===== src/design/rgb_cap_params.svh =====
`ifndef RGB_CAP_PARAMS_SVH
`define RGB_CAP_PARAMS_SVH

// Pixel format of the single colour channel
`define RGB_PIX_W 4

// RAM word and packing
`define RGB_WORD_W 16
`define RGB_PIX_PER_WORD 4

// One stored frame, 32 pixels
`define RGB_FRAME_WORDS 8

// Enough bits to address every frame word
`define RGB_ADDR_W 3

`endif


===== src/design/rgb_cap_pkg.sv =====
`include "rgb_cap_params.svh"

package rgb_cap_pkg;

    //////////////////////////////////////////////////
    // Data types shared by the capture and replay paths
    //////////////////////////////////////////////////

    typedef logic [`RGB_PIX_W-1:0] pixel_t;

    // First pixel of a group sits in the lowest nibble
    typedef logic [`RGB_WORD_W-1:0] word_t;

    typedef logic [`RGB_ADDR_W-1:0] addr_t;

    // Capture control states
    typedef enum logic [1:0] {
        CAP_ARMED = 2'd0,
        CAP_RUN   = 2'd1,
        CAP_DONE  = 2'd2
    } cap_state_t;

endpackage


===== src/design/capture_ctrl.sv =====
`timescale 1ns/1ps
`include "rgb_cap_params.svh"

module capture_ctrl (
    input  logic                disp_clk,
    input  logic                nrst,
    input  logic                vsync,
    input  logic                capture_start,
    input  logic                wr_en,
    input  rgb_cap_pkg::addr_t  wr_addr,
    output logic                cap_en,
    output logic                stream_ready
);

    localparam rgb_cap_pkg::addr_t LAST_ADDR = rgb_cap_pkg::addr_t'(`RGB_FRAME_WORDS - 1);

    rgb_cap_pkg::cap_state_t state;
    rgb_cap_pkg::cap_state_t state_nxt;
    logic                    vsync_d;
    logic                    vsync_rise;
    logic                    last_write;

    // Frame start marker
    assign vsync_rise = vsync & ~vsync_d;

    // Last word of the frame goes to RAM this cycle
    assign last_write = wr_en && (wr_addr == LAST_ADDR);

    always_ff @(posedge disp_clk or negedge nrst) begin
        if (!nrst) begin
            vsync_d <= 1'b0;
        end else begin
            vsync_d <= vsync;
        end
    end

    //////////////////////////////////////////////////
    // Capture FSM
    //////////////////////////////////////////////////

    always_comb begin
        state_nxt = state;
        if (capture_start) begin
            // Re-arm from any state
            state_nxt = rgb_cap_pkg::CAP_ARMED;
        end else begin
            case (state)
                rgb_cap_pkg::CAP_ARMED: if (vsync_rise) state_nxt = rgb_cap_pkg::CAP_RUN;
                rgb_cap_pkg::CAP_RUN:   if (last_write) state_nxt = rgb_cap_pkg::CAP_DONE;
                rgb_cap_pkg::CAP_DONE:  state_nxt = rgb_cap_pkg::CAP_DONE;
                default:                state_nxt = rgb_cap_pkg::CAP_ARMED;
            endcase
        end
    end

    always_ff @(posedge disp_clk or negedge nrst) begin
        if (!nrst) begin
            state <= rgb_cap_pkg::CAP_ARMED;
        end else begin
            state <= state_nxt;
        end
    end

    // Decoded outputs
    assign cap_en       = (state == rgb_cap_pkg::CAP_RUN);
    assign stream_ready = (state == rgb_cap_pkg::CAP_DONE);

endmodule


===== src/design/rgb_logic.sv =====
`timescale 1ns/1ps
`include "rgb_cap_params.svh"

module rgb_logic (
    input  logic                disp_clk,
    input  logic                nrst,
    input  rgb_cap_pkg::pixel_t pix_in,
    input  logic                hsync,
    input  logic                vsync,
    input  logic                cap_en,
    output logic                wr_en,
    output rgb_cap_pkg::addr_t  wr_addr,
    output rgb_cap_pkg::word_t  wr_data
);

    localparam int POS_W = $clog2(`RGB_PIX_PER_WORD);
    localparam logic [POS_W-1:0] LAST_POS = POS_W'(`RGB_PIX_PER_WORD - 1);
    // Nibbles held before the word completes
    localparam int BUF_W = `RGB_WORD_W - `RGB_PIX_W;

    logic             active;
    logic [POS_W-1:0] pack_pos;
    logic [BUF_W-1:0] pix_buf;

    // Visible pixel only while both syncs are high
    assign active = hsync & vsync;

    //////////////////////////////////////////////////
    // Word assembly
    //////////////////////////////////////////////////

    // Older pixels move toward the low end, so the first one ends in nibble 0
    always_ff @(posedge disp_clk) begin
        if (active) begin
            pix_buf <= {pix_in, pix_buf[BUF_W-1:`RGB_PIX_W]};
        end
    end

    // Fourth pixel completes the word on the same cycle it is sampled
    assign wr_data = {pix_in, pix_buf};
    assign wr_en   = cap_en & active & (pack_pos == LAST_POS);

    //////////////////////////////////////////////////
    // Pack position and write address
    //////////////////////////////////////////////////

    always_ff @(posedge disp_clk or negedge nrst) begin
        if (!nrst) begin
            pack_pos <= '0;
            wr_addr  <= '0;
        end else if (!cap_en) begin
            // Idle between captures
            pack_pos <= '0;
            wr_addr  <= '0;
        end else if (active) begin
            pack_pos <= pack_pos + 1'b1;
            if (wr_en) begin
                wr_addr <= wr_addr + 1'b1;
            end
        end
    end

endmodule


===== src/design/ram.sv =====
`timescale 1ns/1ps
`include "rgb_cap_params.svh"

module ram (
    input  logic               disp_clk,
    input  logic               wr_en,
    input  rgb_cap_pkg::addr_t wr_addr,
    input  rgb_cap_pkg::word_t wr_data,
    input  rgb_cap_pkg::addr_t rd_addr,
    output rgb_cap_pkg::word_t rd_data
);

    // One frame of packed pixels
    rgb_cap_pkg::word_t mem [0:`RGB_FRAME_WORDS-1];

    // Synchronous write port
    always_ff @(posedge disp_clk) begin
        if (wr_en) begin
            mem[wr_addr] <= wr_data;
        end
    end

    // Registered read, old data on a same-address collision
    always_ff @(posedge disp_clk) begin
        rd_data <= mem[rd_addr];
    end

endmodule


===== src/design/vga_dumper.sv =====
`timescale 1ns/1ps
`include "rgb_cap_params.svh"

module vga_dumper (
    input  logic                disp_clk,
    input  logic                nrst,
    input  rgb_cap_pkg::pixel_t pix_in,
    input  logic                hsync,
    input  logic                vsync,
    input  logic                mode_ram,
    input  logic                stream_ready,
    output rgb_cap_pkg::addr_t  rd_addr,
    input  rgb_cap_pkg::word_t  rd_data,
    output rgb_cap_pkg::pixel_t vga_pix,
    output logic                vga_hs,
    output logic                vga_vs,
    output logic                vga_blank_n
);

    localparam int SEL_W = $clog2(`RGB_PIX_PER_WORD);
    localparam int IDX_W = `RGB_ADDR_W + SEL_W;
    localparam logic [IDX_W-1:0] LAST_IDX = IDX_W'(`RGB_FRAME_WORDS * `RGB_PIX_PER_WORD - 1);

    logic [IDX_W-1:0]    pix_idx;
    logic                active;
    logic                replay;
    logic                hs_d;
    logic                vs_d;
    logic                act_d;
    logic                replay_d;
    logic [SEL_W-1:0]    nib_sel_d;
    rgb_cap_pkg::pixel_t pix_d;

    assign active  = hsync & vsync;
    // Stored frame shown only once one exists
    assign replay  = mode_ram & stream_ready;
    assign rd_addr = pix_idx[IDX_W-1:SEL_W];

    //////////////////////////////////////////////////
    // Replay pixel index
    //////////////////////////////////////////////////

    always_ff @(posedge disp_clk or negedge nrst) begin
        if (!nrst) begin
            pix_idx <= '0;
        end else if (vsync & ~vs_d) begin
            pix_idx <= '0;
        end else if (active && replay) begin
            pix_idx <= (pix_idx == LAST_IDX) ? '0 : pix_idx + 1'b1;
        end
    end

    //////////////////////////////////////////////////
    // Stage 1, aligned with the RAM read
    //////////////////////////////////////////////////

    always_ff @(posedge disp_clk or negedge nrst) begin
        if (!nrst) begin
            hs_d      <= 1'b0;
            vs_d      <= 1'b0;
            act_d     <= 1'b0;
            replay_d  <= 1'b0;
            nib_sel_d <= '0;
            pix_d     <= '0;
        end else begin
            hs_d      <= hsync;
            vs_d      <= vsync;
            act_d     <= active;
            replay_d  <= replay;
            nib_sel_d <= pix_idx[SEL_W-1:0];
            pix_d     <= pix_in;
        end
    end

    // Stage 2, VGA output registers
    always_ff @(posedge disp_clk or negedge nrst) begin
        if (!nrst) begin
            vga_pix     <= '0;
            vga_hs      <= 1'b0;
            vga_vs      <= 1'b0;
            vga_blank_n <= 1'b0;
        end else begin
            vga_pix     <= replay_d ? rd_data[nib_sel_d*`RGB_PIX_W +: `RGB_PIX_W] : pix_d;
            vga_hs      <= hs_d;
            vga_vs      <= vs_d;
            vga_blank_n <= act_d;
        end
    end

endmodule


===== src/design/rgb_capture_top.sv =====
`timescale 1ns/1ps

module rgb_capture_top (
    input  logic                disp_clk,
    input  logic                nrst,
    input  rgb_cap_pkg::pixel_t pix_in,
    input  logic                hsync,
    input  logic                vsync,
    input  logic                mode_ram,
    input  logic                capture_start,
    output rgb_cap_pkg::pixel_t vga_pix,
    output logic                vga_hs,
    output logic                vga_vs,
    output logic                vga_blank_n,
    output logic                stream_ready
);

    logic               cap_en;
    logic               wr_en;
    rgb_cap_pkg::addr_t wr_addr;
    rgb_cap_pkg::word_t wr_data;
    rgb_cap_pkg::addr_t rd_addr;
    rgb_cap_pkg::word_t rd_data;

    //////////////////////////////////////////////////
    // Capture side
    //////////////////////////////////////////////////

    capture_ctrl u_ctrl (
        .disp_clk      (disp_clk),
        .nrst          (nrst),
        .vsync         (vsync),
        .capture_start (capture_start),
        .wr_en         (wr_en),
        .wr_addr       (wr_addr),
        .cap_en        (cap_en),
        .stream_ready  (stream_ready)
    );

    rgb_logic u_rgb (
        .disp_clk (disp_clk),
        .nrst     (nrst),
        .pix_in   (pix_in),
        .hsync    (hsync),
        .vsync    (vsync),
        .cap_en   (cap_en),
        .wr_en    (wr_en),
        .wr_addr  (wr_addr),
        .wr_data  (wr_data)
    );

    // Frame store between the two clock-aligned paths
    ram u_ram (
        .disp_clk (disp_clk),
        .wr_en    (wr_en),
        .wr_addr  (wr_addr),
        .wr_data  (wr_data),
        .rd_addr  (rd_addr),
        .rd_data  (rd_data)
    );

    // Replay side and VGA port
    vga_dumper u_vga (
        .disp_clk     (disp_clk),
        .nrst         (nrst),
        .pix_in       (pix_in),
        .hsync        (hsync),
        .vsync        (vsync),
        .mode_ram     (mode_ram),
        .stream_ready (stream_ready),
        .rd_addr      (rd_addr),
        .rd_data      (rd_data),
        .vga_pix      (vga_pix),
        .vga_hs       (vga_hs),
        .vga_vs       (vga_vs),
        .vga_blank_n  (vga_blank_n)
    );

endmodule


===== config.mk =====
export PLATFORM = sky130hd
export DESIGN_NAME = rgb_capture_top
export DESIGN_NICKNAME = d
export VERILOG_FILES = /design/src/design/rgb_cap_pkg.sv /design/src/design/capture_ctrl.sv /design/src/design/rgb_logic.sv /design/src/design/ram.sv /design/src/design/vga_dumper.sv /design/src/design/rgb_capture_top.sv
export VERILOG_INCLUDE_DIRS = /design/src /design/src/design
export SDC_FILE = /design/constraint.sdc
export NUM_CORES = 1
export LEC_CHECK = 0
export BUFFER_PORTS_ARGS = -buffer_cell sky130_fd_sc_hd__buf_2
export CELL_PAD_IN_SITES_DETAIL_PLACEMENT = 0
export CELL_PAD_IN_SITES_GLOBAL_PLACEMENT = 2
export CORE_ASPECT_RATIO = 1.5
export CORE_MARGIN = 5
export CORE_UTILIZATION = 51
export CTS_BUF_LIST = sky130_fd_sc_hd__clkbuf_4 sky130_fd_sc_hd__clkbuf_8
export DETAILED_ROUTE_END_ITERATION = 10
export HOLD_SLACK_MARGIN = 0.05
export PLACE_DENSITY_LB_ADDON = 0.1
export SKIP_CTS_REPAIR_TIMING = 1
export SLEW_MARGIN = 20
export SYNTH_ARGS = -nofsm -noshare
export SYNTH_HDL_FRONTEND = slang
export SYNTH_SLANG_ARGS = --single-unit

===== constraint.sdc =====
create_clock -name disp_clk -period 3.48 [get_ports disp_clk]
set_input_delay 0.348 -clock disp_clk [delete_from_list [all_inputs] [get_ports disp_clk]]
set_output_delay 0.348 -clock disp_clk [all_outputs]
set_load 0.005 [all_outputs]

* Word-level counts from Yosys, hierarchy flattened
Memories as Yosys holds them, arrays and structs flattened. A register that Yosys moved wholly into a read port is not among the register bits. Cells that the tools add are included.
Storage, ports and cells: register bits after elaboration 41, RAM bits 128, bits of input ports 10, output and inout port bits 8, logic and storage cells 56, memories 1
Cells by class: $add $sub $neg 3, eq/ne operators 9, shifts and indexed selects 1, mux-type cells 15, bitwise logic cells 6, reduce and logical (&&, ||, !) cells 6
Memory list:
- u_ram.mem | depth 8, width 16, rd ports 1, clocked after Yosys merged registers in 1, wr ports 1, line ram.sv:14 | rgb_cap_pkg::word_t mem [0:`RGB_FRAME_WORDS-1];
Operators by type and width (count):
- variable part select 16 x 5 -> 4 bit | 1
- two-way mux 5 bit | 3
- two-way mux 2 bit | 5
- two-way mux 3 bit | 3
- case mux 2 bit (3 select lines) | 1
- adder 5 x 1 -> 5 bit (second input constant) | 1
- bitwise AND 1 bit | 5
- equality test 5 bit (second input constant) | 1
- equality test 2 bit (second input constant) | 2
- two-way mux 4 bit | 1
- inequality test 2 bit (second input constant) | 2
- AND reduction 2 bit | 2
- adder 3 x 1 -> 3 bit (second input constant) | 1
- equality test 3 bit (second input constant) | 1
- inequality test 3 x 2 -> 1 bit (second input constant) | 1
- inequality test 3 bit (second input constant) | 1
- adder 2 x 1 -> 2 bit (second input constant) | 1
- equality test 2 x 1 -> 1 bit (second input constant) | 1
- logical AND 1 bit | 2
- logical NOT 2 bit | 1
- two-way mux 1 bit | 2
- nonzero test 2 bit | 1
- NOT 1 bit | 1

* Longest topological paths before layout
depth in word-level cells 7, depth in mapped cells 7, gate-level depth less buffers 6

* Modules after synthesis
A second synthesis with hierarchy kept.
Second synthesis, totals: cells, all modules 338, area total of the unflattened synthesis 7093.1 um^2
Modules (own cells, without submodules):
- ram | instances 1, cells each 214, area an instance 5293.8 um^2, sequential area each 4164.0 um^2
- vga_dumper | instances 1, cells each 62, area an instance 923.4 um^2, sequential area each 550.5 um^2
- rgb_logic | instances 1, cells each 43, area an instance 674.4 um^2, sequential area each 485.5 um^2
- capture_ctrl | instances 1, cells each 19, area an instance 201.4 um^2, sequential area each 75.1 um^2

* Worst setup path before layout
No wires, ideal clock.
path kind flip-flop to flip-flop, start point reg u_ctrl.state[1], end point mem u_ram.mem[1][0] (netlist name), enable pin, library setup time 0.409 ns, arrival 2.216 ns, required time 3.071 ns, slack 0.855 ns, cell stages (with the launch flop) 6, buffers on the path 0, clock period less this slack 2.625 ns, cell sequence dfrtp_1 > inv_1 > ha_1 > nand4_1 > or2_2 > nor3_1
On the way: word-level cells in the longest chain between the ends 5
RTL lines:
- start, declared | line capture_ctrl.sv:17 | rgb_cap_pkg::cap_state_t state;
- start signal, assigned | line capture_ctrl.sv:58 | state <= rgb_cap_pkg::CAP_ARMED;
- start signal, assigned | line capture_ctrl.sv:60 | state <= state_nxt;
- equality test 2 x 1 -> 1 bit | line capture_ctrl.sv:65 | assign cap_en = (state == rgb_cap_pkg::CAP_RUN);
- bitwise AND 1 bit (2 in series) | line rgb_logic.sv:41 | assign wr_en = cap_en & active & (pack_pos == LAST_POS);
- two-way mux 1 bit | line ram.sv:18 | if (wr_en) begin
- two-way mux 1 bit (not written as such) | line ram.sv:19 | mem[wr_addr] <= wr_data;
- end, declared | line ram.sv:14
No other way between the ends.

* Worst setup path after layout
start point reg u_ctrl.state[1], end point mem u_ram.mem[7][3] (netlist name), enable pin
The elaborated chain is that of the path after synthesis.

==> metrics.md <==
| Metric | Value |
|---|---|
| Status | finished clean |
| Post-synth ARST share | 15.7% |
| WL final | 12.1 mm |
| Syn Std Cell Area | 6880 µm² |
| Initial antenna violation count | 0 |
| Setup violators final | 0 |
| First-pass GRT wire length | 19.3 mm |
| Skew-Pair Late Insertion Delay | 0.44 ns |
| Total die area | 16000 µm² |
| Slew Limit Fails | 0 |
| Width of the die | 105 µm |
| GR Overflow Total | 0 |
| Clock buffer depth | 2 |
| YS warnings | 0 |
| HPWL after DPL | 7.15 mm |
| Final worst slack | 1.15 ns |
| # IOs | 18 |
| Worst min path class | input pin to flop |
| Layout net count | 378 |
| Die Y | 152 µm |
| Critical path data required time | 3.63 ns |
| RSZ-0062 raised after global routing | false |
| Post-DRT Antenna Nets | 0 |
| Final instance area | 7630 µm² |
| Syn avg cell area | 21.3 µm² |
| Post-place instance area | 7200 µm² |
| Yosys reg bits | 185 |
| Post-route DRC | 0 |
| Clk slew on worst S/H paths | 0.09 ns |
| Min Tclk post-route | 2.33 ns |
| Power Dens Cells | 519 nW/µm² |
| Min Hold Slack | 0.109 ns |
| Final core utilization | 56.9% |
| CTS H-Tree Depth | 4 |
| EDFF count, synth | 140 |
| Dpl cells | 502 |
| Max-cap violations | 0 |
| Average wire per standard cell | 22.6 µm |
| Total power | 3.96 mW |
| Fmax | 430 MHz |
| GRT Overall Usage | 16.3% |
| Row cnt | 52 |
| Slew headroom | 35.1% |
| Maximum vdd drop | 0.259 mV |
| Global placement routability congestion | 0.705 |
| Leakage power figure | 2.59 nW |
| Crit path capture type | flop |
| CTS sink cnt | 185 |
| Layout cells sized above 1 | 30.6% |
| CTS Buf Count | 17 |
| Worst Max-Slew Pin Slew | 0.974 ns |
| Synth cell types | 37 |
| Final Hold Fails | 0 |
| Pin count of the biggest net entering global routing | 30 |
| Main synth FF type | edfxtp_1 |
| Worst setup SP type | flop |
| Worst slack, placed | 1.15 ns |
| Ant diodes | 0 |
| Setup TNS | 0 ns |
| Initial drt markers | 150 |
| Post-synth net total | 341 |
| Port bufs | 17 |
| Setup Skew | 0.0131 ns |
| Crit-path max FO | 11 |
| Critical path type | flop to flop |
| Non-Filler Instances | 535 |
| Initial cell density of the core | 51.3% |
| Detailed Routing Iterations Pass 1 | 4 |
| DR vias | 2988 |
| Via count of the first global-routing pass | 3261 |
| Area grow syn2layout | 10.9% |
| Fin crit share | 66.8% |
| Worst Path Arrival | 2.48 ns |
| CTS tree | done |
| Root buffer cell | clkbuf_8 |
| Synth Instances | 323 |
| Placeable core region | 13400 µm² |
| Post-synthesis sequential area ratio | 76.3% |
| Vias per cell | 5.59 |
==> metal layers <==
metal	track usage [%]	vias to the layer above	wire length, µm
met5	0	-	0
met4	4.94	0	104
met3	3.52	8	286
met2	28.3	43	6800
met1	20.3	1568	4890
li1	-	1369	-
==> critical path: stages, from the launching register on <==
cell     delay (ns)
dfrtp_1        0.41
inv_1          0.11
ha_1           0.25
nand4_1        0.14
or2_2          0.34
nor2_1         0.56
buf_12         0.23
==> cell type report <==
type                    count  area (µm²)
multi-input cells         123        1530
flip-flops and latches    185        5250
repair buffers             28         208
well taps                 162         203
inverters                   5        18.8
clock inverters            13         171
fillers                  1022        5770
clock buffers              19         249
==> cells in the mapped netlist (all sizes together), types with 2 or more instances <==
master  count  share of area [%]
nor2b       4               0.36
edfxtp    140                 61
dfxtp      16                4.7
nand2       7               0.38
nor3        2               0.15
mux4       36                 12
o21ai       2               0.15
nand2b      5               0.45
a21oi       5               0.36
dfrtp      29                 11
nor2        8               0.44
mux2       20                3.3
mux2i       3               0.44
buf         9                1.3
and2        3               0.27
nand3       3               0.22
nand4       4               0.58
ha          8                1.5
inv         5               0.27
xnor2       2               0.25
==> registers in the layout (all words and copies together) (netlist names) <==
register,cells
u_ram.mem,128
u_ram.rd_data,16
u_rgb.pix_buf,12
u_vga.pix_idx,5
u_vga.pix_d,4
u_vga.vga_pix,4
u_rgb.wr_addr,3
u_ctrl.state,2
u_rgb.pack_pos,2
u_vga.nib_sel_d,2
u_vga.act_d,1
u_vga.hs_d,1
u_vga.replay_d,1
u_vga.vga_blank_n,1
u_vga.vga_hs,1
u_vga.vga_vs,1
u_vga.vs_d,1
==> placed cells by master, fill, tap and decap left out, types with 2 or more instances in the layout <==
master       n
nand2b_1     5
mux2i_1      3
nor2b_1      4
nor3_2       2
nand4_1      3
buf_4        7
mux2_2      20
inv_8        2
buf_12       3
edfxtp_1   140
nand3_1      3
inv_1        5
nand2_1      7
bufinv_16    3
nor2_1       8
dfxtp_1     16
mux4_2      31
clkbuf_4     2
xnor2_1      2
a21oi_1      5
clkinv_4     5
buf_2       17
clkbuf_8    17
dfrtp_1     28
mux4_1       5
and2_1       3
clkinv_1     2
o21ai_0      2
ha_1         8
==> final timing paths <==
path,startpoint,slack (ns),cells past startpoint,end
min in group asynchronous,nrst,0.50,2,u_vga.pix_d[0]$_DFF_PN0_
min reg2reg,u_vga.hs_d$_DFF_PN0_,0.35,0,u_vga.vga_hs$_DFF_PN0_
max reg2reg,u_ctrl.state[1]$_DFFE_PN0P_,1.15,6,u_ram.mem[7][3]$_DFFE_PP_
min,pix_in[0],0.11,1,u_vga.pix_d[0]$_DFF_PN0_
max,u_ctrl.state[1]$_DFFE_PN0P_,1.15,6,u_ram.mem[7][3]$_DFFE_PP_
max in group asynchronous,nrst,2.46,2,u_vga.pix_idx[3]$_DFFE_PN0P_
==> cell families after synthesis <==
family,count (synthesis),synth area share (%)
xor gates and xnor gates,2,0.255
AOI/OAI and AO/OA,12,1.11
and+or+nand+nor,42,3.51
DFF,185,76.3
muxes,59,15.8
buffers and inverters,15,1.58
adders and majority gates,8,1.46
==> report_power, final <==
group | leakage, nW | total [mW] | internal [mW] | switching [mW]
Clock | 0.210 | 1.47 | 0.737 | 0.737
Combinational | 0.615 | 0.0770 | 0.0308 | 0.0462
Sequential | 1.77 | 2.41 | 2.39 | 0.0234
Total | 2.59 | 3.96 | 3.16 | 0.807
No activity file was read; power rests on OpenSTA's default activity.
